===== src/logic/squeeze_pkg.sv =====
package squeeze_pkg;

	// ------------------------------------------------
	// data widths
	// ------------------------------------------------
	typedef logic [31:0] word_t;           // one pipe word
	typedef logic signed [15:0] pix_t;     // half of a data word
	typedef logic [6:0] count_t;           // fifo occupancy up to 64
	typedef logic [15:0] op_num_t;         // words per operation

	// fifo sizes and host block throttle
	localparam int PIPE_DEPTH      = 64;
	localparam int CMD_DEPTH       = 16;
	localparam int DATA_DEPTH      = 32;
	localparam int BLOCK_SIZE      = 8;
	localparam int BUFFER_HEADROOM = 4;    // slack for the registered ready flags

	// ------------------------------------------------
	// command word layout
	// ------------------------------------------------
	localparam int OP_TYPE_MSB = 31;
	localparam int OP_TYPE_LSB = 29;
	localparam int OP_NUM_MSB  = 15;
	localparam int OP_NUM_LSB  = 0;

	typedef enum logic [2:0] {
		OP_NONE    = 3'd0,
		OP_MAXPOOL = 3'd1,
		OP_AVEPOOL = 3'd2
	} op_type_e;

	typedef enum logic [1:0] {
		SEQ_IDLE,
		SEQ_FETCH,
		SEQ_RUN,
		SEQ_DONE
	} seq_state_e;

endpackage

===== src/logic/stream_router.sv =====
`timescale 1ns/1ps

module stream_router import squeeze_pkg::*; (
	input  logic  okClk,
	input  logic  rst_n,
	input  logic  op_en,
	input  logic  op_run,
	input  word_t pipe_in_data,
	input  logic  pipe_in_empty,
	input  logic  out_full,
	input  logic  cmd_pop,
	input  logic  data_pop,
	input  logic  res_we,
	input  word_t res_word,
	output logic  pipe_in_pop,
	output logic  out_we,
	output word_t out_wdata,
	output word_t cmd_word,
	output logic  cmd_empty,
	output word_t data_word,
	output logic  data_empty
);

	logic cmd_full;
	logic data_full;
	logic dest_room;
	logic cmd_we;
	logic data_we;

	// destination is loopback, command or data
	assign dest_room = !op_en ? !out_full :
		(op_run ? !data_full : !cmd_full);
	assign pipe_in_pop = !pipe_in_empty && dest_room;   // one word per cycle
	assign cmd_we = pipe_in_pop && op_en && !op_run;
	assign data_we = pipe_in_pop && op_en && op_run;

	// engine results own the output fifo in op mode
	assign out_we = op_en ? res_we : pipe_in_pop;
	assign out_wdata = op_en ? res_word : pipe_in_data;

	sync_fifo #(
		.DEPTH(CMD_DEPTH)
	) cmd_fifo (
		.okClk   (okClk),
		.rst_n   (rst_n),
		.wr_en   (cmd_we),
		.wr_data (pipe_in_data),
		.rd_en   (cmd_pop),
		.rd_data (cmd_word),
		.empty   (cmd_empty),
		.full    (cmd_full),
		.count   ()
	);

	sync_fifo #(
		.DEPTH(DATA_DEPTH)
	) data_fifo (
		.okClk   (okClk),
		.rst_n   (rst_n),
		.wr_en   (data_we),
		.wr_data (pipe_in_data),
		.rd_en   (data_pop),
		.rd_data (data_word),
		.empty   (data_empty),
		.full    (data_full),
		.count   ()
	);

endmodule


===== src/logic/sync_fifo.sv =====
`timescale 1ns/1ps

module sync_fifo import squeeze_pkg::*; #(
	parameter int DEPTH = PIPE_DEPTH
) (
	input  logic   okClk,
	input  logic   rst_n,
	input  logic   wr_en,
	input  word_t  wr_data,
	input  logic   rd_en,
	output word_t  rd_data,
	output logic   empty,
	output logic   full,
	output count_t count
);

	word_t mem [DEPTH];                    // storage words
	logic [$clog2(DEPTH)-1:0] wr_ptr;
	logic [$clog2(DEPTH)-1:0] rd_ptr;
	logic do_wr;
	logic do_rd;

	assign empty = (count == '0);
	assign full = (count == count_t'(DEPTH));
	assign do_wr = wr_en & ~full;          // write into a full fifo is dropped
	assign do_rd = rd_en & ~empty;

	// first word fall through
	assign rd_data = mem[rd_ptr];

	always_ff @(posedge okClk) begin
		if (do_wr) begin
			mem[wr_ptr] <= wr_data;
		end
	end

	always_ff @(posedge okClk or negedge rst_n) begin
		if (!rst_n) begin
			wr_ptr <= '0;
			rd_ptr <= '0;
			count <= '0;
		end else begin
			if (do_wr) begin
				wr_ptr <= wr_ptr + 1'b1;   // wraps on a power of two depth
			end
			if (do_rd) begin
				rd_ptr <= rd_ptr + 1'b1;
			end
			case ({do_wr, do_rd})
				2'b10:   count <= count + 1'b1;
				2'b01:   count <= count - 1'b1;
				default: count <= count;
			endcase
		end
	end

endmodule


===== config.mk =====
export PLATFORM = sky130hd
export DESIGN_NAME = stream_router
export DESIGN_NICKNAME = d
export VERILOG_FILES = /design/src/logic/squeeze_pkg.sv /design/src/logic/stream_router.sv /design/src/logic/sync_fifo.sv
export SDC_FILE = /design/constraint.sdc
export NUM_CORES = 2
export LEC_CHECK = 0
export ABC_AREA = 1
export BUFFER_PORTS_ARGS = -buffer_cell sky130_fd_sc_hd__buf_2
export CAP_MARGIN = 20
export CORE_MARGIN = 1
export CORE_UTILIZATION = 41
export DETAILED_ROUTE_END_ITERATION = 12
export PLACE_DENSITY = 0.54
export SETUP_SLACK_MARGIN = 0.5
export SLEW_MARGIN = 20
export SYNTH_ARGS = -nofsm -noshare
export SYNTH_HDL_FRONTEND = slang
export SYNTH_SLANG_ARGS = --single-unit

===== constraint.sdc =====
create_clock -name okClk -period 4.1 [get_ports okClk]
set_input_delay 0.205 -clock okClk [delete_from_list [all_inputs] [get_ports okClk]]
set_output_delay 0.205 -clock okClk [all_outputs]
set_load 0.005 [all_outputs]

==> reports/results.ini <==
[worst_setup_path]
cp_max_fo=72
crit_arrival_ps=3310
critPathKind=register to output port
worstSetupEndpointType=output port
cp_data_required_time_ps=3890
cp_slowest_cell=dfrtp_4
crit_top_cell=nand2_1
worstSetupStartpoint=data_fifo.rd_ptr[1]
timing.critical_path.slowest_cell_delay_ps=530
regToRegStartpoint=data_fifo.count[0]
start_kind=register
cp_cell_sequence=inv_8, buf_4, nand3_1, nand3_1, nand2_1, nor2_1, nand2_1, nand2_1, inv_1, buf_2

[routing]
ant_nets=0
drc=0
viasPerCell=5.291
wl_per_cell_um=23.51
wirelength_um=193900
num_vias=43650
drt_pass1_iterations=5
drtIter0Drc=4404

[sta]
fmax_mhz=284.4
fin_ws_ps=584.3
worst_clock_skew_ps=56.07
hold_violations=0
hold_ws_ps=41.44
rsz0062_at_grt=yes
slew_headroom_pct=25.53
finalSetupViolations=0
period_minus_slack_ps=3516
slew_viol_final=0
fin_tns_setup_ps=0
tightest_slew_ps=1117
post-route-period-util_pct=85.75

[layout]
drive_gt1_share_pct=9.721
nets=6139
stdcell_count=8249
area_growth_pct=14.01
final_cell_mix=nand2_1 (1625), edfxtp_1 (1536), nand3_1 (697), inv_1 (564), nor2_1 (444)
utilization_pct=47.21
final_design_area_no_fill_sq_um=74940
final_common_cell=nand2_1

[grt]
grt_pass1_wl_um=284100
grt_max_degree=206
grt_overflow_total=0
antenna_found_initial=15
grt_pass1_vias=41680
track_usage_pct=23.88

[floorplanning]
ios=173
die-area_sq_um=161900
core_sq_um=158700
start_util_pct=41.40
die-height_um=402.4
die_w_um=402.4
rows=146

[clocking]
post_cts_buffers=0
clk_latency_ps=810
path_clk_slew_ps=60
clock_sinks=1568
cts_buffers=168
cts_tree=yes
cts_max_level=4
clockRootBuffer=clkbuf_16
cts_buffer_depth=3

[power]
seqPwrFrac_pct=37.1
p_comb_share_pct=33.5
power.total_mw=49.56
p_per_area_nw_per_um2=661.3
power_leakage_nw=28.77
internal_power_mw=30.95
p_clk_share_pct=29.4
p_sw_share_pct=37.55
vdd_drop_max_mv=0.8299
p_sw_mw=18.61

[placed_design]
dp_hpwl_um=101900
place_area_sq_um=69450
numPortBuffers=172
dpl_worst_slack_ps=948.5
place_congestion=0.8248
dp_cells=7925

[outcome]
status=finished, final reports clean

[logic_synthesis]
yosysSeqAreaShare_pct=71.39
netlist_area_sq_um=65730
synth_warnings=0
avgSynthCellArea_sq_um=11.20
syn_inst=5867
yosys_register_bits=1568
ys_types=32
synth_nets=5964

[min_path]
worstHoldStart=pipe_in_data[5]
hp-class=input pin to register

[job]
maxCapViolations=0

## timing repair
item | 4_1_cts | 5_1_grt
gates resized for setup | 5 | 2
hold buffers | 16 | 3
endpoints found under the setup margin | 18 | 12
hold endpoints to repair | 196 | 66
## metal layers
layer	vias to the layer above	part of all wire [%]	wire length (um)	global-route usage (%)
li1	20270	-	-	-
met1	21600	45	86840	34.03
met3	265	6.5	12670	3.704
met2	1507	46	89700	38.04
met5	-	0.019	36	0
met4	6	2.4	4687	6.482
## final cells by class
class                   count  area [sq um]
clock inverters            89         839.6
well taps                2072          2592
flip-flops and latches   1568         46950
multi-input cells        3387         15430
diodes                      5         12.51
fillers                 14190         83810
repair buffers            338          2495
clock buffers             211          4408
inverters                 579          2213
## power by group through the flow
stage | clock (mW) | sequential, mW | combinational, mW
after detailed placement | 0 | 18.7 | 16.6
after global routing | 15.4 | 18.4 | 18.3
final | 14.6 | 18.4 | 16.6
after global placement | 0 | 18.7 | 16.5
after CTS | 14.8 | 18.4 | 16.7
after floorplan | 0 | 18.5 | 10.4
## sequential cells by signal (all words and copies together) (netlist names)
register	count
cmd_fifo.count	7
cmd_fifo.mem	512
cmd_fifo.rd_ptr	4
cmd_fifo.wr_ptr	4
data_fifo.count	7
data_fifo.mem	1024
data_fifo.rd_ptr	5
data_fifo.wr_ptr	5
## final timing paths
path / end / slack, ps / depth (start not counted)
setup / recovery: data_word[11] / 580 / 10
hold / removal: cmd_fifo.mem[8][5] / 40 / 1
setup reg to reg: data_fifo.count[4] / 880 / 13
hold reg to reg: data_fifo.count[2] / 520 / 2
max in group asynchronous: cmd_fifo.rd_ptr[0] / 3350 / 2
min in group asynchronous: cmd_fifo.wr_ptr[1] / 80 / 2
## worst max-delay path: cells and delay by family (launching register included)
family | cells | cell delay [ps]
DFF | 1 | 530
and+or+nand+nor | 6 | 990
buffers and inverters | 4 | 980
## cell usage after synthesis
cell type	n	area, sq um
xor2_1	10	87.58
nand2_1	1625	6100
a21oi_1	79	395.4
buf_6	6	67.56
dfrtp_1	32	800.8
inv_2	8	30.03
buf_2	159	795.8
or2_2	1	6.260
o22ai_1	1	6.260
nand2b_1	1	6.260
buf_4	27	202.7
clkinv_1	7	26.28
o21ai_1	48	240.2
nor2_2	1	6.260
buf_1	28	105.1
o31ai_1	1	7.510
o21ai_0	224	1121
xnor2_1	6	52.55
fa_1	2	40.04
nand3_1	698	3493
nor2_1	452	1697
o211ai_1	160	1201
a21o_1	1	7.510
inv_1	564	2117
nor3_1	43	215.2
nand3b_1	1	7.510
clkbuf_1	113	424.2
a31oi_1	1	6.260
edfxtp_1	1536	46120
nand2_2	1	6.260
nand4_1	9	56.30
ha_1	22	275.3
## cell families after synthesis
group	after synthesis	synth area share, %
XOR/XNOR	16	0.2132
adder cells (fa/ha/maj)	24	0.4797
flip-flops	1568	71.39
AND/OR/NAND/NOR	2832	17.64
buffers and inverters	912	5.734
AO/OA/AOI/OAI	515	4.542
Power figures use the tool's default switching activity.
