**src/logic/squeeze_pkg.sv**
```systemverilog
package squeeze_pkg;

	// ------------------------------------------------
	// data widths
	// ------------------------------------------------
	typedef logic [31:0] word_t;           // one pipe word
	typedef logic signed [15:0] pix_t;     // half of a data word
	typedef logic [6:0] count_t;           // fifo occupancy up to 64
	typedef logic [15:0] op_num_t;         // words per operation

	// fifo sizes and host block throttle
	localparam int PIPE_DEPTH      = 64;
	localparam int CMD_DEPTH       = 16;
	localparam int DATA_DEPTH      = 32;
	localparam int BLOCK_SIZE      = 8;
	localparam int BUFFER_HEADROOM = 4;    // slack for the registered ready flags

	// ------------------------------------------------
	// command word layout
	// ------------------------------------------------
	localparam int OP_TYPE_MSB = 31;
	localparam int OP_TYPE_LSB = 29;
	localparam int OP_NUM_MSB  = 15;
	localparam int OP_NUM_LSB  = 0;

	typedef enum logic [2:0] {
		OP_NONE    = 3'd0,
		OP_MAXPOOL = 3'd1,
		OP_AVEPOOL = 3'd2
	} op_type_e;

	typedef enum logic [1:0] {
		SEQ_IDLE,
		SEQ_FETCH,
		SEQ_RUN,
		SEQ_DONE
	} seq_state_e;

endpackage
```
**src/logic/host_pipe.sv**
```systemverilog
`timescale 1ns/1ps

module host_pipe import squeeze_pkg::*; (
	input  logic  okClk,
	input  logic  rst_n,
	// host side of the input pipe
	input  logic  in_write,
	input  word_t in_data,
	// router side
	input  logic  pipe_in_pop,
	output word_t pipe_in_data,
	output logic  pipe_in_empty,
	input  logic  out_we,
	input  word_t out_wdata,
	output logic  out_full,
	// host side of the output pipe
	input  logic  out_read,
	output word_t out_data,
	output logic  out_empty,
	output logic  in_ready,
	output logic  out_ready
);

	count_t in_count;
	count_t out_count;

	// ------------------------------------------------
	// pipe buffers
	// ------------------------------------------------
	sync_fifo #(
		.DEPTH(PIPE_DEPTH)
	) in_fifo (
		.okClk   (okClk),
		.rst_n   (rst_n),
		.wr_en   (in_write),
		.wr_data (in_data),
		.rd_en   (pipe_in_pop),
		.rd_data (pipe_in_data),
		.empty   (pipe_in_empty),
		.full    (),                   // host obeys in_ready
		.count   (in_count)
	);

	sync_fifo #(
		.DEPTH(PIPE_DEPTH)
	) out_fifo (
		.okClk   (okClk),
		.rst_n   (rst_n),
		.wr_en   (out_we),
		.wr_data (out_wdata),
		.rd_en   (out_read),
		.rd_data (out_data),
		.empty   (out_empty),
		.full    (out_full),
		.count   (out_count)
	);

	// ------------------------------------------------
	// block throttle
	// ------------------------------------------------
	// The host moves whole blocks, so in_ready asks for room for a full
	// block plus headroom, since the flag trails the count by a cycle.
	always_ff @(posedge okClk or negedge rst_n) begin
		if (!rst_n) begin
			in_ready <= 1'b0;
			out_ready <= 1'b0;
		end else begin
			in_ready <= (in_count <=
				count_t'(PIPE_DEPTH - BUFFER_HEADROOM - BLOCK_SIZE));
			out_ready <= (out_count >= count_t'(BLOCK_SIZE)); // one block to read
		end
	end

endmodule

```
**src/logic/sync_fifo.sv**
```systemverilog
`timescale 1ns/1ps

module sync_fifo import squeeze_pkg::*; #(
	parameter int DEPTH = PIPE_DEPTH
) (
	input  logic   okClk,
	input  logic   rst_n,
	input  logic   wr_en,
	input  word_t  wr_data,
	input  logic   rd_en,
	output word_t  rd_data,
	output logic   empty,
	output logic   full,
	output count_t count
);

	word_t mem [DEPTH];                    // storage words
	logic [$clog2(DEPTH)-1:0] wr_ptr;
	logic [$clog2(DEPTH)-1:0] rd_ptr;
	logic do_wr;
	logic do_rd;

	assign empty = (count == '0);
	assign full = (count == count_t'(DEPTH));
	assign do_wr = wr_en & ~full;          // write into a full fifo is dropped
	assign do_rd = rd_en & ~empty;

	// first word fall through
	assign rd_data = mem[rd_ptr];

	always_ff @(posedge okClk) begin
		if (do_wr) begin
			mem[wr_ptr] <= wr_data;
		end
	end

	always_ff @(posedge okClk or negedge rst_n) begin
		if (!rst_n) begin
			wr_ptr <= '0;
			rd_ptr <= '0;
			count <= '0;
		end else begin
			if (do_wr) begin
				wr_ptr <= wr_ptr + 1'b1;   // wraps on a power of two depth
			end
			if (do_rd) begin
				rd_ptr <= rd_ptr + 1'b1;
			end
			case ({do_wr, do_rd})
				2'b10:   count <= count + 1'b1;
				2'b01:   count <= count - 1'b1;
				default: count <= count;
			endcase
		end
	end

endmodule

```
**config.mk**
```make
export PLATFORM = sky130hd
export DESIGN_NAME = host_pipe
export DESIGN_NICKNAME = d
export VERILOG_FILES = /design/src/logic/squeeze_pkg.sv /design/src/logic/host_pipe.sv /design/src/logic/sync_fifo.sv
export SDC_FILE = /design/constraint.sdc
export NUM_CORES = 2
export LEC_CHECK = 0
export BUFFER_PORTS_ARGS = -buffer_cell sky130_fd_sc_hd__buf_2
export CAP_MARGIN = 40
export CORE_UTILIZATION = 35
export CTS_CLUSTER_SIZE = 30
export DETAILED_ROUTE_END_ITERATION = 7
export GPL_TIMING_DRIVEN = 0
export PLACE_DENSITY_LB_ADDON = 0.08
export SYNTH_ARGS = -nofsm -noshare
export SYNTH_HDL_FRONTEND = slang
export SYNTH_SLANG_ARGS = --single-unit
```
**constraint.sdc**
```tcl
create_clock -name okClk -period 4.48 [get_ports okClk]
set_input_delay 0 -clock okClk [delete_from_list [all_inputs] [get_ports okClk]]
set_output_delay 0 -clock okClk [all_outputs]
set_load 0.05 [all_outputs]
```
==> impl_metrics.yaml <==
cells_and_area:
  design_area_um2: 192000
  area_growth_pct: 21.1
  multiInputGateArea_um2: 33800
  fillCellCount: 38700
  nNetsFinal: 8076
  drive_above_1_share_pct: 32.6
  utilization_pct: 42.7
  final_cells: 14300
  register_area_um2: 124000
grt:
  grt_pass1_wl_um: 766000
  grt_max_degree: 65
  antenna_found_initial: 54
  overflow: 0
  grt_use_total_pct: 25.2
  grt_pass1_vias: 82200
clocking:
  cts-htree-levels: 5
  cts_root_buf: "clkbuf_16"
  cts_buffer_depth: 4
  clock_sinks: 4136
  clk-insertion-delay-late_ns: 1.01
  cts.clk_slew.worst_paths_ns: 0.06
  tritoncts: "done"
  numCtsBuffers: 451
detailed_routing:
  avgViaCountPerCell: 5.83
  drc: 0
  via_count: 83400
  wl_per_cell_um: 40.6
  firstDrtPassIters: 5
  drt_first_iter_violations: 11900
  ant_nets: 0
  wirelength_um: 580000
synth:
  synth_enable_flop_cells: 4096
  ys_ff_latch: 4136
  synthesis.instances: 6852
  avgSynthCellArea_um2: 23.1
  synth_top_family_by_area: "multiplexers"
  syn-cell-area_um2: 159000
  synthMuxAreaShare_pct: 16.9
  synth-compound-area-share_pct: 2.18
  yosys_warnings: 0
  synth_seq_area_share_pct: 78.2
  synth_simple_gate_area_share_pct: 1.09
  syn_nets: 6940
  yosysUniqueCellTypes: 55
  synthFlopType: "edfxtp_1"
  synth_xor_area_share_pct: 0.155
  async_flop_share_pct: 0.967
  synthAdderAreaFrac_pct: 0.152
timing:
  layout_min_cycle_time_ns: 4.52
  setup_ws_ns: -0.0359
  worst_pin_slew_ns: 0.996
  setup_viol: 2
  fin_crit_sh_pct: 101
  slew_headroom_pct: 33.6
  maxSlewViolCount: 0
  hold_viol: 0
  finalClockSkew_ns: 0.0518
  clock.fmax_ghz: 0.221
worst_setup_path:
  worstPathArrival_ns: 4.52
  path_delay_family: "buffers and inverters"
  cpPeakStageDelay_ns: 0.59
  critPathSlowestCell: "a211oi_1"
  worst-setup-path-type: "flip-flop to output port"
  critical_path_buf_inv_count: 5
  end_kind: "output port"
  cp.required_ns: 4.48
  cp-start-kind: "flip-flop"
  cp_max_fo: 10
  crit_chain: "buf_8 -> buf_6 -> or3b_2 -> clkbuf_1 -> buf_4 -> nor2_1 -> a211oi_1 -> a21oi_1 -> a22oi_1 -> nand2_1 -> buf_2"
place:
  portBuffers: 138
  numPlacedInstances: 13400
  place_hpwl_um: 410000
  dpl-instance-area_um2: 176000
  place_congestion: 0.824
  dp_slack_ns: -0.185
job:
  cap_violations: 0
floorplanning:
  die_h_um: 675
  core_area_um2: 450000
  ioPinCount: 139
  start_util_pct: 35.2
  die_w_um: 675
  die_area_um2: 456000
  rows: 246
power_and_ir_drop:
  p_leak_nw: 60.5
  power_w: 0.127
  p_per_area_nw_per_um2: 662
  ir_drop_mv: 0.529
outcome:
  status: "finished with violations"
  violations: "negative setup slack"
min_path:
  hold_path_class: "input pin to flip-flop"
## final cells by class
type	count	share of cell area, %
inverter	21	0.0424
clock inverter	237	1.02
timing repair buffer	689	5.32
tap	5952	3.88
buffer	373	1.36
antenna	14	0.0182
clock buffer	558	6.17
multi-input combinational	2316	17.6
sequential	4136	64.6
## cell families (layout without fill, tap and decap cells)
| kind of cell | after synthesis | count (layout) |
|---|---|---|
| flip-flops | 4136 | 4136 |
| multiplexers | 1363 | 1363 |
| AO/OA/AOI/OAI | 524 | 524 |
| buffers and inverters | 400 | 1878 |
| AND/OR/NAND/NOR | 383 | 383 |
| XOR/XNOR | 28 | 28 |
| adder cells (fa/ha/maj) | 18 | 18 |
| other | 0 | 14 |
## per-layer routing
metal	vias to the layer above	GRT usage [%]	wire, um	share of wire, %
met5	-	0	70	0.012
met4	10	6.34	16200	2.8
met3	764	4.74	50600	8.7
met2	4294	37.1	253000	44
met1	46600	38.6	260000	45
li1	31700	-	-	-
## flip-flops by register name, indices dropped and copies added (netlist names)
signal / count
in_fifo.count: 7
out_fifo.mem: 2048
out_fifo.wr_ptr: 6
out_ready: 1
in_fifo.rd_ptr: 6
out_fifo.count: 7
in_fifo.wr_ptr: 6
out_fifo.rd_ptr: 6
in_ready: 1
in_fifo.mem: 2048
## worst reg2reg max path, cell delays in order, from the launching register on
cell and delay (ns):
dfrtp_1 0.41, nor4_1 0.10, nand3_1 0.13, and2_1 0.35
clkbuf_1 0.35, inv_1 0.27, nor2_1 0.30, nand3b_1 0.41
buf_6 0.31, nor2_4 0.63, buf_12 0.28, buf_12 0.22
## final timing paths
path | slack [ns] | start | endpoint | depth (start not counted)
worst max-delay path | -0.04 | out_fifo.rd_ptr[0] | out_data[22] | 11
worst max register to register | 0.36 | out_fifo.count[0] | out_fifo.mem[26][27] | 11
worst min-delay path | 0.05 | out_wdata[1] | out_fifo.mem[9][1] | 3
worst min register to register | 0.50 | out_fifo.count[6] | out_fifo.count[6] | 1
max in group asynchronous | 3.91 | rst_n | out_fifo.rd_ptr[1] | 5
min in group asynchronous | 0.07 | rst_n | in_fifo.wr_ptr[5] | 4
## cell usage in the layout (no fill, tap or decap), drive strengths merged, types with 26 or more instances in the layout
master,instances
a21oi,98
a221oi,51
a22oi,35
buf,829
bufinv,30
clkbuf,690
clkinv,194
dfrtp,40
dlygate4sd3,100
edfxtp,4096
inv,26
mux2i,296
mux4,1045
nand2,89
nor2,172
o21ai,141
o221ai,63
o22ai,46
## power breakdown
part	switching (W)	internal, W
clock	0.0154	0.0203
sequential	0.000390	0.0440
combinational	0.0307	0.0163
total	0.0464	0.0807
## repair_timing
item,4_1_cts,5_1_grt
hold endpoints to repair,4160,0
setup buffers,2,0
resized for setup,276,26
hold buffers,101,0
pin swaps,6,0
endpoints found under the setup margin,64,19
## metrics by stage
stage | hold slack (ns) | setup TNS [ns]
final | 0.0541 | -0.0402
after global routing | 0.0409 | -0.00829
after CTS | 0.000386 | 0
after detailed placement | -0.0559 | -0.191
after global placement | 0.441 | -9126.36
after floorplan | -0.296 | 0
## cell usage after synthesis (6+ instances only)
cell	count	area, um2
xor2_1	9	78.8
mux4_2	1045	23500
edfxtp_1	4096	123000
nor2b_1	20	125
o21ai_0	100	500
a22oi_1	35	263
a221oi_1	50	438
o221ai_1	63	552
nor2_1	172	646
xnor2_1	19	166
mux2i_1	296	2960
a21oi_1	98	490
dfrtp_1	40	1000
nor3_1	23	115
o21ai_1	41	205
nand2b_1	13	81.3
buf_2	103	515
buf_1	47	176
buf_6	38	428
ha_1	16	200
nand2_1	89	334
inv_1	19	71.3
and2_1	12	75.1
mux2_2	22	248
a31oi_1	10	62.6
a211oi_1	18	135
a2111oi_0	12	105
nand3b_1	9	67.6
a21o_1	11	82.6
o22ai_1	46	288
buf_4	61	458
nand3_1	17	85.1
or2_2	6	37.5
clkbuf_1	130	488
o211ai_1	13	97.6
Note: power is estimated with default switching activity, not from simulation.
