## src/logic/squeeze_pkg.sv

```systemverilog
package squeeze_pkg;

	// ------------------------------------------------
	// data widths
	// ------------------------------------------------
	typedef logic [31:0] word_t;           // one pipe word
	typedef logic signed [15:0] pix_t;     // half of a data word
	typedef logic [6:0] count_t;           // fifo occupancy up to 64
	typedef logic [15:0] op_num_t;         // words per operation

	// fifo sizes and host block throttle
	localparam int PIPE_DEPTH      = 64;
	localparam int CMD_DEPTH       = 16;
	localparam int DATA_DEPTH      = 32;
	localparam int BLOCK_SIZE      = 8;
	localparam int BUFFER_HEADROOM = 4;    // slack for the registered ready flags

	// ------------------------------------------------
	// command word layout
	// ------------------------------------------------
	localparam int OP_TYPE_MSB = 31;
	localparam int OP_TYPE_LSB = 29;
	localparam int OP_NUM_MSB  = 15;
	localparam int OP_NUM_LSB  = 0;

	typedef enum logic [2:0] {
		OP_NONE    = 3'd0,
		OP_MAXPOOL = 3'd1,
		OP_AVEPOOL = 3'd2
	} op_type_e;

	typedef enum logic [1:0] {
		SEQ_IDLE,
		SEQ_FETCH,
		SEQ_RUN,
		SEQ_DONE
	} seq_state_e;

endpackage
```

## src/logic/pool_engine.sv

```systemverilog
`timescale 1ns/1ps

module pool_engine import squeeze_pkg::*; (
	input  logic     okClk,
	input  logic     rst_n,
	input  logic     start,
	input  op_type_e op_type,
	input  op_num_t  op_num,
	input  word_t    data_word,
	input  logic     data_empty,
	input  logic     out_full,
	output logic     data_pop,
	output logic     res_we,
	output word_t    res_word,
	output logic     done
);

	op_type_e kind;                        // latched on start
	op_num_t remain;                       // words still to pop
	logic last_wr;                         // marks the final result write
	pix_t lo_pix;
	pix_t hi_pix;
	pix_t max_pix;
	pix_t ave_pix;
	pix_t pool_pix;
	logic signed [16:0] pair_sum;
	logic signed [16:0] pair_half;

	assign data_pop = (remain != '0) && !data_empty && !out_full;

	// ------------------------------------------------
	// datapath
	// ------------------------------------------------
	assign lo_pix = data_word[15:0];
	assign hi_pix = data_word[31:16];
	assign max_pix = (lo_pix > hi_pix) ? lo_pix : hi_pix;   // signed compare
	assign pair_sum = {lo_pix[15], lo_pix} + {hi_pix[15], hi_pix};
	assign pair_half = pair_sum >>> 1;     // floor of sum / 2
	assign ave_pix = pair_half[15:0];
	assign pool_pix = (kind == OP_AVEPOOL) ? ave_pix : max_pix;

	always_ff @(posedge okClk) begin
		if (data_pop) begin
			res_word <= {16'h0000, pool_pix};
		end
	end

	// ------------------------------------------------
	// control
	// ------------------------------------------------
	always_ff @(posedge okClk or negedge rst_n) begin
		if (!rst_n) begin
			kind <= OP_NONE;
			remain <= '0;
			last_wr <= 1'b0;
			res_we <= 1'b0;
			done <= 1'b0;
		end else begin
			if (start) begin
				kind <= op_type;
				remain <= op_num;
			end else if (data_pop) begin
				remain <= remain - 1'b1;
			end
			res_we <= data_pop;            // result lands one cycle later
			last_wr <= data_pop && (remain == op_num_t'(1));
			done <= last_wr;
		end
	end

endmodule

```

## config.mk

```make
export PLATFORM = sky130hd
export DESIGN_NAME = pool_engine
export DESIGN_NICKNAME = d
export VERILOG_FILES = /design/src/logic/squeeze_pkg.sv /design/src/logic/pool_engine.sv
export SDC_FILE = /design/constraint.sdc
export NUM_CORES = 1
export LEC_CHECK = 0
export BUFFER_PORTS_ARGS = -buffer_cell sky130_fd_sc_hd__buf_2
export CORE_ASPECT_RATIO = 1.5
export CORE_MARGIN = 2
export CORE_UTILIZATION = 53
export DETAILED_ROUTE_END_ITERATION = 7
export PLACE_DENSITY = 0.85
export SYNTH_ARGS = -nofsm -noshare
export SYNTH_HDL_FRONTEND = slang
export SYNTH_SLANG_ARGS = --single-unit
```

## constraint.sdc

```tcl
create_clock -name okClk -period 2.95 [get_ports okClk]
set_input_delay 0.4425 -clock okClk [delete_from_list [all_inputs] [get_ports okClk]]
set_output_delay 0.4425 -clock okClk [all_outputs]
set_load 0.05 [all_outputs]
```

==> flow_summary.ini, run 1 <==
[run_status]
status = finished clean

[detailed_routing]
vias = 2777
dr.pass1.iters = 4
ant_nets = 0
dr.first_iter.drc_count = 85
avgRoutedWirePerCell_um = 13.72
drc = 0
wirelength_um = 7120
vias_per_cell = 5.351

[global_route]
antenna_found_initial = 0
grt_pass1_wl_um = 11850
grt-ovfl-total = 0
grt_max_degree = 36
grt_use_total_pct = 22.94
grt_pass1_vias = 2820

[timing]
timing.fmax_mhz = 353.9
worstMarginPinSlew_ns = 1.068
setup_viol_count_final = 0
maxSlewHeadroom_pct = 28.12
fin_crit_sh_pct = 95.78
skew_ns = 0.01101
slew_violations = 0
setup_tns_ns = 0
hold_slack_ns = 0.1038
grt_setup_unrepaired = false
final_hold_viol_count = 0
fin_crit_ns = 2.825

[critical_path]
critical_path_class = register to primary output
crit_path_cell_trace = or4_4, or4_4, nor4_4, a311oi_4, buf_2
crit_path_max_incr_delay_ns = 0.54
crit_top_cell = or4_4
reg2reg_depth = 8
critPathSlowestCell = or4_4
crit_required_ns = 2.51
start_kind = register
cp_max_fo = 5
arrival_ns = 2.38
crit_path_end_kind = primary output

[floorplan]
fp.dieH_um = 98.80
core-area_sq_um = 5786
std_cell_rows = 34
die_x_um = 67.20
die_area_sq_um = 6639
initial_utilization_pct = 54.89
io-pin-count = 91

[synth]
async_flop_share_pct = 57.89
seq_area_frac_synth_pct = 32.47
yosys.area_share.xor_xnor_pct = 7.171
ys.flop_type = dfrtp_1
synth-seq-cells = 38
synth_area_sq_um = 3176
yosysTopAreaCell = dfrtp_1
avgSynthCellArea_sq_um = 8.514
synthCells = 373
synth-compound-area-share_pct = 15.88
synth_top_family_by_area = simple AND/OR/NAND/NOR gates
synth_edf_count = 16
yosysTopAreaCellShare_pct = 17.34
synth-adder-area-share_pct = 14.03
synth_mux_area_share_pct = 3.270
synth.distinct_cells = 43
synth-simple-area-share_pct = 18.32
ys_warn_count = 0
synth.area.top_cells = dfrtp_1 (17%), edfxtp_1 (15%), ha_1 (13%), nand2_1 (5.0%), a21oi_1 (4.9%)

[cts]
cts_sinks = 38
cts_tree = built
root_buffer = clkbuf_8
htree_levels = 2
clkTransAtPathRegs_ns = 0.08
ctsHoldBuffers = 0
clkLatencyLatePin_ns = 0.29
clock_path_buffers = 2
numCtsBuffers = 5

[power]
ir_drop_mv = 0.2080
power.density_nw_per_um2 = 418.4
p_seq_share_pct = 41.5
p_comb_share_pct = 36.0
switching_share_pct = 37.34
switching_power_w = 0.0005723
intPower_w = 0.0009605
leakage_nw = 1.734
power_frac_clock_pct = 22.4

[cells_and_area]
nNetsFinal = 538
multiInputGateArea_sq_um = 1932
nFillCells = 526
antennaDiodeCount = 0
final_common_cell = buf_2
layout_common_cells = buf_2 (74), nand2_1 (42), nor2_1 (39)
area_delta_synth_final_pct = 15.37
drive_gt1_share_pct = 22.60
seq_area_sq_um = 1031

[place]
routabilityCongestion = 0.8624
io_buffers = 74
dp_hpwl_um = 5743

[hold_path]
hold_class = primary input to asynchronous set/reset pin

[run]
cap_violations = 0
## state kept, by name (all words and copies together), names as in the netlist
signal and flops:
res_word 16, res_we 1, last_wr 1, remain 16
kind 3, done 1
## what timing repair did
| item | CTS | global route |
|---|---|---|
| resized for setup | 0 | 0 |
| setup buffers | 0 | 0 |
| setup endpoints to repair | 0 | 1 |
## through the flow
step	area [sq um]	total power, W	util (%)	cells	setup slack [ns]
2_1_floorplan	3234	0.001060	-	388	0.02890
3_3_place_gp	3585	0.001183	61.96	512	0.1498
3_5_place_dp	3585	0.001200	61.96	512	0.05908
4_1_cts	3664	0.001548	63.32	519	0.02857
5_1_grt	3664	0.001633	63.32	519	0.01483
6_report	3664	0.001533	63.32	519	0.1246
## synthesized netlist by cell type (2+ instances only)
cell,instances
a211oi_1,4
a21oi_1,31
a221oi_1,2
a31o_2,2
a31oi_1,4
buf_4,16
clkbuf_1,13
dfrtp_1,22
edfxtp_1,16
ha_1,34
inv_1,29
mux2_2,3
mux2i_1,7
nand2_1,42
nand2b_1,6
nand3_1,5
nor2_1,39
nor2b_1,2
nor3_1,6
nor4_1,4
o21a_1,3
o21ai_0,30
o21bai_1,2
o31ai_1,3
or3_1,5
or4_4,2
xnor2_1,16
xor2_1,10
## critical path, delay by kind of cell, from the launching register on
kind                   cells  cell delay (ns)
AND/OR/NAND/NOR            3             1.28
flip-flops                 1             0.39
buffers and inverters      1             0.25
AO/OA/AOI/OAI              1             0.18
## routing by layer
metal  vias to the layer above  global-route usage [%]  part of all wire, %
li1                       1386                       -                    -
met1                      1307                   23.07                   37
met2                        69                   44.71                   57
met3                        15                   3.539                  3.8
met4                         0                   8.791                  2.2
met5                         -                       0                    0
## final timing paths
check,endpoint,slack (ns),from
max,data_pop,0.12,remain[7]$_DFFE_PN0P_
min,remain[2]$_DFFE_PN0P_,0.10,rst_n
max reg2reg,remain[2]$_DFFE_PN0P_,0.35,remain[7]$_DFFE_PN0P_
min reg2reg,done$_DFF_PN0_,0.37,last_wr$_DFF_PN0_
max in group asynchronous,remain[8]$_DFFE_PN0P_,2.50,rst_n
min in group okClk,remain[3]$_DFFE_PN0P_,0.36,op_num[3]
## cell families after synthesis
kind of cell               Yosys count
muxes                               10
buffers and inverters               58
AOI/OAI and AO/OA                   85
and+or+nand+nor                    120
xor gates and xnor gates            26
other                                1
DFF                                 38
adders and majority gates           35
## power groups by stage
stage | sequential (W) | combinational, W | clock (W)
final | 0.000636 | 0.000553 | 0.000344
after floorplan | 0.000703 | 0.000357 | 0
after global placement | 0.000645 | 0.000538 | 0
after detailed placement | 0.000648 | 0.000553 | 0
after CTS | 0.000637 | 0.000555 | 0.000357
after global routing | 0.000642 | 0.000613 | 0.000378
## final cells by class
class / instances / area share (%)
multi-input cells: 292 / 52.73
flip-flops and latches: 38 / 28.14
repair buffers: 81 / 11.54
inverters: 29 / 2.971
well taps: 72 / 2.459
clock buffers: 5 / 1.878
clock inverters: 2 / 0.2732
Note: power is estimated with default switching activity, not from simulation.
==> inputs of run 2 (changes only) <==
- CORE_ASPECT_RATIO: 1.5 -> 0.75
==> run 2 against run 1 <==
First-iteration DRC count rose by 86%. Flip-flop and latch count unchanged. Register-to-register slack got worse by 0.07 ns. Die area barely moved. Worst hold slack got worse by 0.0056 ns. Critical path depth stayed put. Core utilization grew 0.97 points. Largest cell class unchanged. Largest power group unchanged.
==> flow_summary.ini, run 2 (same netlist as run 1, synthesis figures left out) <==
[run_status]
status = finished clean

[cells_and_area]
seq_area_sq_um = 1031
fin_area_sq_um = 3726
layout_common_cells = buf_2 (73), nand2_1 (42), nor2_1 (39)
final_common_cell = buf_2
antennaDiodeCount = 0
nFillCells = 482
multiInputGateArea_sq_um = 1932
area_delta_synth_final_pct = 17.34
final_cells = 528
reg_top3 = remain: 16 flops, res_word: 16 flops, kind: 3 flops
nNetsFinal = 540
drive_gt1_share_pct = 23.11

[critical_path]
crit_buf_inv = 1
start_kind = register
crit_required_ns = 2.51
arrival_ns = 2.39
crit_path_max_incr_delay_ns = 0.55
crit_top_cell = or4_4
cp_max_fo = 5
crit_path_end_kind = primary output
crit_path_cell_trace = or4_4, or4_4, nor4_4, a311oi_4, buf_4
critPathSlowestCell = or4_4
path_delay_family = simple AND/OR/NAND/NOR gates
rrSetupSlack_ns = 0.28
critical_path_class = register to primary output

[floorplan]
core-area_sq_um = 5796
fp.dieH_um = 71.04
die_x_um = 93.38
die_area_sq_um = 6633
std_cell_rows = 24
initial_utilization_pct = 54.79
io-pin-count = 91

[timing]
skew_ns = 0.01579
maxSlewHeadroom_pct = 17.74
fin_crit_ns = 2.829
hold_slack_ns = 0.09823
worstMarginPinSlew_ns = 1.223
timing.fmax_mhz = 353.5
setup_viol_count_final = 0
slew_violations = 0
setup_tns_ns = 0
grt_setup_unrepaired = false
final_hold_viol_count = 0
fin_crit_sh_pct = 95.90

[detailed_routing]
ant_nets = 0
avgRoutedWirePerCell_um = 13.80
vias_per_cell = 5.297
dr.pass1.iters = 4
dr.first_iter.drc_count = 158
vias = 2797
wirelength_um = 7286
drc = 0

[global_route]
grt_pass1_vias = 2638
grt_use_total_pct = 22.84
grt_max_degree = 36
grt_pass1_wl_um = 12220
antenna_found_initial = 0
grt-ovfl-total = 0

[power]
power.density_nw_per_um2 = 431.9
total_power_w = 0.001609
leakage_nw = 1.762
ir_drop_mv = 0.1880

[cts]
clkLatencyLatePin_ns = 0.29
cts_tree = built
root_buffer = clkbuf_8
clock_path_buffers = 2
numCtsBuffers = 5
cts_sinks = 38
htree_levels = 2
clkTransAtPathRegs_ns = 0.08

[place]
dp_hpwl_um = 5667
post-place-cells = 519
io_buffers = 74
routabilityCongestion = 0.8845
placed_area_sq_um = 3612

[run]
cap_violations = 0

[hold_path]
hold_class = primary input to asynchronous set/reset pin
## run 2: routing by layer
layer	wire [um]	share of wire, %	GRT usage, %
met3	636	8.7	5.005
met5	0	0	0
met2	3137	43	34.37
met4	65	0.89	4.248
met1	3447	47	34.19
## run 2: worst reg2reg max path, delay by kind of cell (launching register included)
family	cells	cell delay, ns
buffers and inverters	1	0.21
and+or+nand+nor	5	1.45
DFF	1	0.40
xor gates and xnor gates	1	0.17
AOI/OAI and AO/OA	2	0.29
## run 2: per-stage QoR
| stage | worst slack (ns) | util [%] |
|---|---|---|
| floorplan | 0.02890 | - |
| global placement | 0.1107 | 62.33 |
| detailed placement | 0.03736 | 62.33 |
| CTS | 0.03117 | 64.29 |
| global route | 0.01892 | 64.29 |
| finish | 0.1209 | 64.29 |
## run 2: area by class of cell
cell class	instances	area share, %
inverter	29	2.921
tap	78	2.619
timing repair buffer	83	12.16
sequential	38	27.67
multi-input combinational	292	51.85
clock inverter	2	0.2686
clock buffer	6	2.518
## run 2: repair_timing
action,CTS,global route
buffers inserted,1,0
hold buffers,0,0
resized for setup,1,0
setup endpoints to repair,1,1
pin swaps,1,1
## run 2: final timing paths
check / startpoint / end / cells after the start
min in group okClk: last_wr$_DFF_PN0_ / done$_DFF_PN0_ / 0
worst max-delay path: remain[7]$_DFFE_PN0P_ / data_pop / 5
worst min register to register: last_wr$_DFF_PN0_ / done$_DFF_PN0_ / 0
max in group asynchronous: rst_n / kind[0]$_DFFE_PN0P_ / 1
worst max register to register: remain[7]$_DFFE_PN0P_ / remain[15]$_DFFE_PN0P_ / 9
worst min-delay path: rst_n / remain[11]$_DFFE_PN0P_ / 1
## run 2: power by group
part           internal (W)  total [W]  leakage, nW  switching [W]
Sequential         0.000606   0.000636        0.422      0.0000300
Combinational      0.000201   0.000566         1.28       0.000364
Clock              0.000215   0.000407       0.0561       0.000192
Total               0.00102    0.00161         1.76       0.000587
