$ cat src/logic/squeeze_pkg.sv
package squeeze_pkg;

	// ------------------------------------------------
	// data widths
	// ------------------------------------------------
	typedef logic [31:0] word_t;           // one pipe word
	typedef logic signed [15:0] pix_t;     // half of a data word
	typedef logic [6:0] count_t;           // fifo occupancy up to 64
	typedef logic [15:0] op_num_t;         // words per operation

	// fifo sizes and host block throttle
	localparam int PIPE_DEPTH      = 64;
	localparam int CMD_DEPTH       = 16;
	localparam int DATA_DEPTH      = 32;
	localparam int BLOCK_SIZE      = 8;
	localparam int BUFFER_HEADROOM = 4;    // slack for the registered ready flags

	// ------------------------------------------------
	// command word layout
	// ------------------------------------------------
	localparam int OP_TYPE_MSB = 31;
	localparam int OP_TYPE_LSB = 29;
	localparam int OP_NUM_MSB  = 15;
	localparam int OP_NUM_LSB  = 0;

	typedef enum logic [2:0] {
		OP_NONE    = 3'd0,
		OP_MAXPOOL = 3'd1,
		OP_AVEPOOL = 3'd2
	} op_type_e;

	typedef enum logic [1:0] {
		SEQ_IDLE,
		SEQ_FETCH,
		SEQ_RUN,
		SEQ_DONE
	} seq_state_e;

endpackage
$ cat src/logic/op_sequencer.sv
`timescale 1ns/1ps

module op_sequencer import squeeze_pkg::*; (
	input  logic     okClk,
	input  logic     rst_n,
	input  logic     op_en,
	input  word_t    cmd_word,
	input  logic     cmd_empty,
	input  logic     done,
	output logic     cmd_pop,
	output logic     start,
	output op_type_e op_type,
	output op_num_t  op_num,
	output logic     op_run,
	output logic     irq
);

	seq_state_e state;
	logic [2:0] cmd_type_q;                // fields of the popped command
	op_num_t cmd_num_q;
	logic cmd_valid;

	// the fall through head is the command being popped
	assign cmd_pop = (state == SEQ_IDLE) && op_en && !cmd_empty;

	// only the two pooling kinds run and never with zero words
	assign cmd_valid = ((cmd_type_q == OP_MAXPOOL) || (cmd_type_q == OP_AVEPOOL)) &&
		(cmd_num_q != '0);

	always_ff @(posedge okClk) begin
		if (cmd_pop) begin
			cmd_type_q <= cmd_word[OP_TYPE_MSB:OP_TYPE_LSB];
			cmd_num_q <= cmd_word[OP_NUM_MSB:OP_NUM_LSB];
		end
	end

	// ------------------------------------------------
	// fetch, decode, run
	// ------------------------------------------------
	always_ff @(posedge okClk or negedge rst_n) begin
		if (!rst_n) begin
			state <= SEQ_IDLE;
			start <= 1'b0;
			op_run <= 1'b0;
			irq <= 1'b0;
			op_type <= OP_NONE;
			op_num <= '0;
		end else begin
			start <= 1'b0;                 // strobes by default
			irq <= 1'b0;
			case (state)
				SEQ_IDLE: begin
					if (cmd_pop) begin
						state <= SEQ_FETCH;
					end
				end
				SEQ_FETCH: begin
					if (cmd_valid) begin
						op_type <= op_type_e'(cmd_type_q);
						op_num <= cmd_num_q;
						start <= 1'b1;     // same cycle as op_run rises
						op_run <= 1'b1;
						state <= SEQ_RUN;
					end else begin
						state <= SEQ_IDLE; // invalid command dropped
					end
				end
				SEQ_RUN: begin
					if (done) begin
						op_run <= 1'b0;
						irq <= 1'b1;
						state <= SEQ_DONE;
					end
				end
				SEQ_DONE: begin
					state <= SEQ_IDLE;     // irq drops here
				end
				default: begin
					state <= SEQ_IDLE;
				end
			endcase
		end
	end

endmodule

$ cat config.mk
export PLATFORM = sky130hd
export DESIGN_NAME = op_sequencer
export DESIGN_NICKNAME = d
export VERILOG_FILES = /design/src/logic/squeeze_pkg.sv /design/src/logic/op_sequencer.sv
export SDC_FILE = /design/constraint.sdc
export NUM_CORES = 1
export LEC_CHECK = 0
export ABC_AREA = 1
export BUFFER_PORTS_ARGS = -buffer_cell sky130_fd_sc_hd__clkbuf_2
export CAP_MARGIN = 0
export CORE_ASPECT_RATIO = 0.75
export CORE_UTILIZATION = 51
export DETAILED_ROUTE_END_ITERATION = 12
export PLACE_DENSITY_LB_ADDON = 0.2
export SKIP_LAST_GASP = 1
export SYNTH_ARGS = -nofsm -noshare
export SYNTH_HDL_FRONTEND = slang
export SYNTH_SLANG_ARGS = --single-unit
$ cat constraint.sdc
create_clock -name okClk -period 4.25 [get_ports okClk]
set_clock_uncertainty 0.1 [all_clocks]
set_input_delay 0 -clock okClk [delete_from_list [all_inputs] [get_ports okClk]]
set_output_delay 0 -clock okClk [all_outputs]
set_load 0.05 [all_outputs]
==> metrics.log, run 1 <==
[metrics] Critical-path top delay cell: dlygate4sd3_1
[metrics] net count after synthesis: 175
[metrics] routed wire length: 2996 um
[metrics] synthesized cell area: 0.001607 mm^2
[metrics] placed cell count: 218
[metrics] max incr delay on CP: 0.58 ns
[metrics] setup slack after placement: 2.366 ns
[metrics] chain of cells forming the critical path: dlygate4sd3_1, clkbuf_2, nor2_1, dlygate4sd3_1, nand3_1, inv_1, clkbuf_2
[metrics] status: finished, final reports clean
[metrics] CTS buffer count: 5
[metrics] # clock sinks: 43
[metrics] CTS HTree Levels: 2
[metrics] Synth area leader: dfrtp_1
[metrics] count of port buffers added during placement: 46
[metrics] x dimension of the die: 66.81 um
[metrics] most common cell after layout, fill and taps aside: clkbuf_2
[metrics] post-route minimum period: 2.507 ns
[metrics] commonest cells after routing, fill and taps aside: 46 x clkbuf_2, 42 x nand2_1, 24 x dfrtp_1
[metrics] Max Cap Viol: 0
[metrics] endpoints failing hold: 0
[metrics] fraction of final layout cells sized beyond drive strength 1: 28.44%
[metrics] global-route wire length before repair: 5140 um
[metrics] cell leakage power: 1.077 nW
[metrics] placed standard-cell area: 0.001846 mm^2
[metrics] number of vias per cell after detailed routing: 4.823
[metrics] cell at the root of the clock tree: clkbuf_8
[metrics] CTS clock-pin slew for the worst setup and hold paths: 0.08 ns
[metrics] Die Span Y: 50.61 um
[metrics] largest net degree at the start of global routing: 25
[metrics] worst hold path class: in -> async
[metrics] Slew Limit Headroom: 48.49%
[metrics] RePlAce Congestion: 0.7818
[metrics] Mapped Avg Cell Area: 11.64 um^2
[metrics] transition time of the tightest slew-check pin: 0.7701 ns
[metrics] DR vias: 1201
[metrics] startpoint types: primary input
[metrics] unique cell type count in the Yosys netlist: 13
[metrics] setup TNS: 0 ns
[metrics] Hold WS: 0.1538 ns
[metrics] top cell type's share of synthesized area: 37.38%
[metrics] Worst R2R Start: cmd_type_q[0]
[metrics] Worst Path Buf+Inv: 5
[metrics] row count: 17
[metrics] proportion of synthesized chip area in sequential cells: 72.90%
[metrics] Yosys Warn Count: 0
[metrics] CTS tree: yes
[metrics] unrepaired setup endpoints after global routing: false
[metrics] number of diodes added for antenna fixing: 0
[metrics] WP data required: 4.15 ns
[metrics] number of top-level pins: 60
[metrics] cell area after layout: 0.002160 mm^2
[metrics] largest cells by area after synthesis: dfrtp_1 37%, edfxtp_1 36%, nand2_1 9.8%, nand3_1 6.5%, nor2_1 3.0%
[metrics] maximum clock rate: 398.9 MHz
[metrics] final setup fails: 0
[metrics] area of the multi-input gates: 362.8 um^2
[metrics] sum of overflow across all layers after global routing: 0
[metrics] Final period util: 58.99%
[metrics] DIE AREA: 0.003381 mm^2
[metrics] smallest setup slack after layout: 1.743 ns
[metrics] number of buffers on the longest clock path: 2
[metrics] total iterations of the first detailed-routing run: 5
[metrics] count of filler cells inserted in the layout: 222
[metrics] initial antenna violation count: 0
[metrics] Starting Density: 53.95%
[metrics] count of placed standard cells in the final layout, fillers left out: 249
[metrics] Core ar.: 0.002978 mm^2
[metrics] setup slack on the worst flop-to-flop path: 2.36 ns
[metrics] largest fanout on the critical path: 20
[metrics] remaining design rule violation count: 0
[metrics] global router's overall resource usage: 21.24%
[metrics] area taken by flip-flops and latches: 0.001171 mm^2
[metrics] CP delay by family, top: buffers and inverters
[metrics] endpoint class of the critical path: output port
[metrics] Final Max Slew Viols: 0
[metrics] reg2reg end: op_type[2]
[metrics] Levels on crit path: 7
[metrics] Routed Antenna Nets: 0
[metrics] Layout Nets: 247
[metrics] Area growth, synth to finish: 34.42%
[metrics] clock insertion delay at the later pin of the skew report: 0.28 ns
[metrics] number of global-route vias before repair: 1163
[metrics] DP HPWL: 1938 um
[metrics] number of synthesized register bits: 43
[metrics] depth of the most critical reg-to-reg path: 6
[metrics] cell count after synthesis: 138
[metrics] maximum ir drop on the vdd rail: 0.3602 mV
[metrics] kind of critical path: in -> out
[metrics] PwrDens: 662.6 mW/mm^2
[metrics] crit path DAT: 2.41 ns
[metrics] wire length per cell after detailed routing: 12.03 um
[metrics] number of design-rule violations left by the first detailed-router iteration: 97
-- routing by layer --
layer / GRT usage, % / share of wire, %
met5: 0 / 0
met4: 5.319 / 0
met3: 5.682 / 4.5
met2: 37.04 / 52
met1: 26.08 / 43
-- flip-flops by register name (all words and copies together) (netlist names), named ones only --
register / count
cmd_num_q: 16
cmd_type_q: 3
op_num: 16
state: 1
irq: 1
op_run: 1
op_type: 3
start: 1
-- worst max-delay path by stage --
stage,start,endpoint,slack (ns)
after CTS,cmd_empty,cmd_pop,1.78
after global placement,cmd_type_q[0],op_num[3],2.43
after floorplan,state[0],cmd_num_q[0],2.57
after detailed placement,cmd_type_q[0],op_type[2],2.37
after global routing,cmd_empty,cmd_pop,1.58
final,cmd_empty,cmd_pop,1.74
-- worst register-to-register path, stage by stage (launching register included) --
cell      delay [ns]
edfxtp_1        0.41
nand2_1         0.09
inv_1           0.06
nor3_4          0.64
nand2_4         0.30
inv_1           0.15
nor2_1          0.05
-- through the flow --
step / utilization [%] / power (mW)
detailed placement: 61.97 / 1.188
floorplan: - / 1.052
global route: 72.52 / 1.510
finish: 72.52 / 1.431
global placement: 61.97 / 1.170
CTS: 72.52 / 1.444
-- synthesized netlist by cell type --
| cell type | n |
|---|---|
| nand2_1 | 42 |
| dfrtp_1 | 24 |
| nand3_1 | 21 |
| edfxtp_1 | 19 |
| nor2_1 | 13 |
| inv_1 | 8 |
| buf_6 | 3 |
| nand2_2 | 3 |
| buf_2 | 1 |
| inv_2 | 1 |
| nand2_4 | 1 |
| nor3_4 | 1 |
| o21ai_0 | 1 |
-- cell type report --
class	instances	share of cell area [%]
inverter	9	1.564
clock buffer	5	3.187
clock inverter	3	0.6952
tap	38	2.202
multi-input combinational	82	16.80
timing repair buffer	69	21.32
sequential	43	54.23
-- repair_timing --
action,CTS,global route
endpoints found under the hold margin,46,0
buffers inserted,0,0
gates resized for setup,0,0
hold buffers,23,0
-- power by group --
part / switching, mW / internal [mW]
sequential: 0.0621 / 0.556
combinational: 0.447 / 0.126
clock: 0.128 / 0.112
-- cell families after synthesis --
group                  after synthesis  synth area share [%]
DFF                                 43                 72.90
AOI/OAI and AO/OA                    1                0.3112
buffers and inverters               13                 4.517
and+or+nand+nor                     81                 22.27
No activity file was read; power rests on OpenSTA's default activity.
==> run 2: changes to the inputs <==
- ABC_AREA: 1 -> 0
- CORE_UTILIZATION: 51 -> 43
- clock period: 4.25 -> 2.15 ns (I/O delays scaled with it)
==> run 2 against run 1 <==
Compared with the run above: die area grew 15%; via count fell by 21%; setup slack got worse by 1.4 ns; highest routed layer is now met4.
==> metrics.log, run 2 <==
[metrics] transition time of the tightest slew-check pin: 0.5932 ns
[metrics] CTS buffer count: 5
[metrics] WP data required: 2.22 ns
[metrics] net count after synthesis: 119
[metrics] count of port buffers added during placement: 46
[metrics] Final Max Slew Viols: 0
[metrics] Area growth, synth to finish: 38.92%
[metrics] placed standard-cell area: 0.001869 mm^2
[metrics] final setup fails: 0
[metrics] routed wire length: 2867 um
[metrics] global-route wire length before repair: 4388 um
[metrics] synthesized cell area: 0.001569 mm^2
[metrics] row count: 18
[metrics] Die Span Y: 54.32 um
[metrics] RePlAce Congestion: 0.6669
[metrics] Synth area leader: dfrtp_1
[metrics] number of design-rule violations left by the first detailed-router iteration: 33
[metrics] leading cell types by count after synthesis: 24 x dfrtp_1, 19 x edfxtp_1, 15 x mux2_4
[metrics] main flop type after synthesis: dfrtp_1
[metrics] global router's overall resource usage: 16.58%
[metrics] Slew Limit Headroom: 60.45%
[metrics] top-count cell post-synth: dfrtp_1
[metrics] maximum clock rate: 542.4 MHz
[metrics] Routed Antenna Nets: 0
[metrics] Yosys Warn Count: 0
[metrics] top cell type's share of synthesized area: 38.28%
[metrics] maximum ir drop on the vdd rail: 0.8521 mV
[metrics] cell area after layout: 0.002180 mm^2
[metrics] DR vias: 948
[metrics] number of top-level pins: 60
[metrics] Core ar.: 0.003378 mm^2
[metrics] endpoints failing hold: 0
[metrics] startpoint types: flip-flop
[metrics] depth of the most critical reg-to-reg path: 5
[metrics] count of placed standard cells in the final layout, fillers left out: 197
[metrics] DIE AREA: 0.003897 mm^2
[metrics] Regs by FF count: cmd_num_q (16), op_num (16)
[metrics] total setup buffers inserted after CTS: 0
[metrics] Layout Nets: 193
[metrics] cell leakage power: 1.045 nW
[metrics] number of synthesized flops with an enable pin: 19
[metrics] post-layout utilization of the core: 64.52%
[metrics] CTS tree: yes
[metrics] cell at the root of the clock tree: clkbuf_8
[metrics] Mapped Avg Cell Area: 19.13 um^2
[metrics] CTS HTree Levels: 2
[metrics] post-route minimum period: 1.844 ns
[metrics] x dimension of the die: 71.75 um
[metrics] clock insertion delay at the later pin of the skew report: 0.29 ns
[metrics] Max Cap Viol: 0
[metrics] endpoint class of the critical path: flip-flop
[metrics] number of global-route vias before repair: 941
[metrics] # clock sinks: 43
[metrics] most common cell after layout, fill and taps aside: clkbuf_2
[metrics] setup TNS: 0 ns
[metrics] wire length per cell after detailed routing: 14.55 um
[metrics] largest fanout on the critical path: 22
[metrics] Total Power: 3.080 mW
[metrics] number of buffers on the longest clock path: 2
[metrics] count of filler cells inserted in the layout: 248
[metrics] PwrDens: 1413 mW/mm^2
[metrics] commonest cells after routing, fill and taps aside: 46 x clkbuf_2, 24 x dfrtp_1, 21 x dlygate4sd3_1
[metrics] fraction of final layout cells sized beyond drive strength 1: 47.77%
[metrics] unrepaired setup endpoints after global routing: false
[metrics] sum of overflow across all layers after global routing: 0
[metrics] number of diodes added for antenna fixing: 0
[metrics] number of synthesized register bits: 43
[metrics] Starting Density: 46.44%
[metrics] worst hold path class: in -> async
[metrics] total iterations of the first detailed-routing run: 4
[metrics] unique cell type count in the Yosys netlist: 18
[metrics] proportion of synthesized chip area in sequential cells: 74.64%
[metrics] largest net degree at the start of global routing: 25
[metrics] share of flip-flops with an asynchronous set or reset after synthesis: 55.81%
[metrics] number of vias per cell after detailed routing: 4.812
[metrics] initial antenna violation count: 0
[metrics] cell count after synthesis: 82
[metrics] remaining design rule violation count: 0
[metrics] placed cell count: 168
[metrics] crit path DAT: 1.92 ns
[metrics] CTS clock-pin slew for the worst setup and hold paths: 0.08 ns
[metrics] kind of critical path: reg -> reg
[metrics] status: finished, final reports clean
[metrics] Final period util: 85.76%
[metrics] largest cells by area after synthesis: dfrtp_1 38%, edfxtp_1 36%, mux2_4 14%, nor4_1 1.6%, buf_6 1.4%
## run 2: cell count changes in the layout (fill, tap and decap cells not counted), sizes merged, moves of 2 or more
cell         before  now
mux2              0   17
clkinv            3    0
nand2            46    3
inv               9    4
dlygate4sd3      23   21
nor4              0    4
nor4b             0    2
buf               0    2
clkbuf           51   54
nor2             13    0
nand3            21    0
## run 2: cell type report
type | instances | area, um^2 | area share (%)
multi-input combinational | 33 | 375.4 | 17.22
tap | 40 | 50.05 | 2.296
sequential | 43 | 1171 | 53.73
timing repair buffer | 69 | 467.9 | 21.47
inverter | 4 | 15.01 | 0.6889
clock buffer | 8 | 100.1 | 4.592
## run 2: logic make-up (layout without fill, tap and decap cells)
group | after synthesis | after routing | share of synthesized area, %
xor gates and xnor gates | 1 | 1 | 0.5583
and+or+nand+nor | 13 | 13 | 5.663
buffers and inverters | 6 | 81 | 2.392
muxes | 18 | 18 | 16.43
AOI/OAI and AO/OA | 1 | 1 | 0.3187
DFF | 43 | 43 | 74.64
## run 2: routing by layer
layer	wire length [um]	vias to the layer above	part of all wire, %	track usage, %
met5	0	-	0	0
met4	44	0	1.5	7.516
met3	114	6	4.0	7.735
met2	1467	27	51	27.83
met1	1240	474	43	18.55
li1	-	441	-	-
## run 2: worst paths after layout
kind,start,end,slack [ns]
setup / recovery,cmd_num_q[1],op_num[4],0.31
hold / removal,rst_n,op_num[10],0.14
setup reg to reg,cmd_num_q[1],op_num[4],0.31
hold reg to reg,op_type[2],op_type[2],0.39
max in group asynchronous,rst_n,op_num[11],1.42
min in group okClk,cmd_empty,cmd_num_q[15],0.17
## run 2: what timing repair did
action,4_1_cts,5_1_grt
resized for setup,0,0
hold buffers,21,0
endpoints found under the hold margin,46,0
endpoints found under the setup margin,0,0
## run 2: through the flow
step                      setup slack (ns)  hold WS (ns)
after floorplan                   0.008692       -0.3956
after global placement              0.3194      -0.07653
after detailed placement            0.2986      -0.05714
after CTS                           0.2951        0.1616
after global routing                0.2477        0.1764
final                               0.3062        0.1383
## run 2: worst max-delay path, stage by stage (launching register included)
cell and delay [ns]:
edfxtp_1 0.39, nor4_1 0.42, nand4_1 0.17, nand2_2 0.11
buf_12 0.19, mux2_2 0.35
## run 2: where the power goes
part	total, mW	switching [mW]	internal [mW]
combinational	1.28	0.867	0.413
sequential	1.25	0.145	1.11
clock	0.550	0.257	0.293
total	3.08	1.27	1.81
==> run 3: changes to the inputs <==
- GPL_TIMING_DRIVEN: unset -> 0
==> run 3 against run 2 <==
Compared with the run above: via count fell by 1.2%; first-iteration DRC count decreased by 27%; non-clock buffer count did not move; power down 1.4%; clock-buffer cell count shrank 2; worst hold slack lost 0.11 ns; setup slack lost 0.10 ns; critical path depth shrank 3; sequential cell count stayed put; sequential power hardly changed; wire length grew 3.8%; critical path type is now reg -> out; highest routed layer unchanged.
==> metrics.log, run 3 (synthesis gave the netlist of run 2 again) <==
[metrics] status: finished, final reports clean
[metrics] DR vias: 937
[metrics] total setup buffers inserted after CTS: 0
[metrics] endpoint class of the critical path: output port
[metrics] Final period util: 90.44%
[metrics] number of design-rule violations left by the first detailed-router iteration: 24
[metrics] cell at the root of the clock tree: clkbuf_8
[metrics] number of global-route vias before repair: 912
[metrics] Starting Density: 46.44%
[metrics] Critical-path top delay cell: nor4b_4
[metrics] worst hold path class: in -> reg
[metrics] WP data required: 2.05 ns
[metrics] number of buffers on the longest clock path: 2
[metrics] commonest cells after routing, fill and taps aside: 46 x clkbuf_2, 24 x dfrtp_1, 21 x dlygate4sd3_1
[metrics] largest net degree at the start of global routing: 25
[metrics] Max Cap Viol: 0
[metrics] initial antenna violation count: 0
[metrics] post-route minimum period: 1.944 ns
[metrics] Die Span Y: 54.32 um
[metrics] unrepaired setup endpoints after global routing: false
[metrics] CTS tree: yes
[metrics] remaining design rule violation count: 0
[metrics] fraction of final layout cells sized beyond drive strength 1: 48.10%
[metrics] count of port buffers added during placement: 46
[metrics] Regs by FF count: cmd_num_q (16), op_num (16)
[metrics] max incr delay on CP: 0.70 ns
[metrics] maximum ir drop on the vdd rail: 0.5792 mV
[metrics] DP HPWL: 1861 um
[metrics] Total Power: 3.036 mW
[metrics] Routed Antenna Nets: 0
[metrics] x dimension of the die: 71.75 um
[metrics] startpoint types: flip-flop
[metrics] final setup fails: 0
[metrics] Final Max Slew Viols: 0
[metrics] chain of cells forming the critical path: nor4b_4, clkbuf_2
[metrics] global-route wire length before repair: 4519 um
[metrics] row count: 18
[metrics] setup TNS: 0 ns
[metrics] PwrDens: 1396 mW/mm^2
[metrics] clock insertion delay at the later pin of the skew report: 0.30 ns
[metrics] # clock sinks: 43
[metrics] routed wire length: 2977 um
[metrics] cell leakage power: 1.034 nW
[metrics] sum of overflow across all layers after global routing: 0
[metrics] Core ar.: 0.003378 mm^2
[metrics] most common cell after layout, fill and taps aside: clkbuf_2
[metrics] crit path DAT: 1.84 ns
[metrics] number of diodes added for antenna fixing: 0
[metrics] count of filler cells inserted in the layout: 259
[metrics] number of top-level pins: 60
[metrics] number of vias per cell after detailed routing: 4.732
[metrics] Layout Nets: 194
[metrics] CTS clock-pin slew for the worst setup and hold paths: 0.07 ns
[metrics] Worst Path Buf+Inv: 1
[metrics] total iterations of the first detailed-routing run: 4
[metrics] Area growth, synth to finish: 38.60%
[metrics] wire length per cell after detailed routing: 15.04 um
[metrics] transition time of the tightest slew-check pin: 1.117 ns
[metrics] maximum clock rate: 514.3 MHz
[metrics] endpoints failing hold: 0
[metrics] CTS HTree Levels: 2
[metrics] CTS buffer count: 5
[metrics] kind of critical path: reg -> out
[metrics] largest fanout on the critical path: 11
[metrics] CP delay by family, top: simple AND/OR/NAND/NOR gates
[metrics] DIE AREA: 0.003897 mm^2
[metrics] RePlAce Congestion: 0.6993
[metrics] Slew Limit Headroom: 25.32%
[metrics] global router's overall resource usage: 16.99%
run 3: through the flow:
| stage | instance area [um^2] | hold WS, ns | instances | setup WS (ns) | utilization, % |
|---|---|---|---|---|---|
| global route | 2175 | 0.03463 | 198 | 0.06919 | 64.37 |
| detailed placement | 1864 | -0.06147 | 168 | 0.09266 | 55.19 |
| global placement | 1864 | -0.07228 | 168 | 0.1727 | 55.19 |
| finish | 2175 | 0.02894 | 198 | 0.2056 | 64.37 |
| CTS | 2175 | 0.04137 | 198 | 0.1628 | 64.37 |
| floorplan | 1584 | -0.3956 | 82 | 0.008692 | - |
run 3: worst paths after layout:
kind | from | endpoint | slack, ns | cells past startpoint
min | cmd_empty | cmd_type_q[1] | 0.03 | 2
max in group asynchronous | rst_n | op_num[14] | 1.41 | 2
max reg2reg | state[0] | cmd_num_q[0] | 0.24 | 1
max | state[0] | cmd_pop | 0.21 | 2
min in group asynchronous | rst_n | op_num[1] | 0.14 | 2
min reg2reg | op_run | op_run | 0.39 | 2
run 3: repair_timing:
action / 4_1_cts / 5_1_grt
gates resized for setup: 0 / 0
setup endpoints to repair: 1 / 0
hold buffers: 21 / 0
hold endpoints to repair: 46 / 0
run 3: layout make-up:
cell class / instances / area (um^2) / share of cell area (%)
clock buffer: 6 / 72.57 / 3.337
tap: 40 / 50.05 / 2.301
clock inverter: 2 / 12.51 / 0.5754
multi-input combinational: 34 / 390.4 / 17.95
timing repair buffer: 67 / 440.4 / 20.25
buffer: 2 / 22.52 / 1.036
inverter: 4 / 15.01 / 0.6904
sequential: 43 / 1171 / 53.85
run 3: layer usage:
layer	GRT usage, %	part of all wire, %	up-vias
li1	-	-	447
met1	21.80	44	453
met2	26.42	50	30
met3	4.972	4.0	7
met4	9.804	1.8	0
met5	0	0	-
run 3: report_power, final:
part | switching (mW) | internal (mW) | total [mW]
clock | 0.267 | 0.227 | 0.494
sequential | 0.153 | 1.11 | 1.26
combinational | 0.871 | 0.411 | 1.28
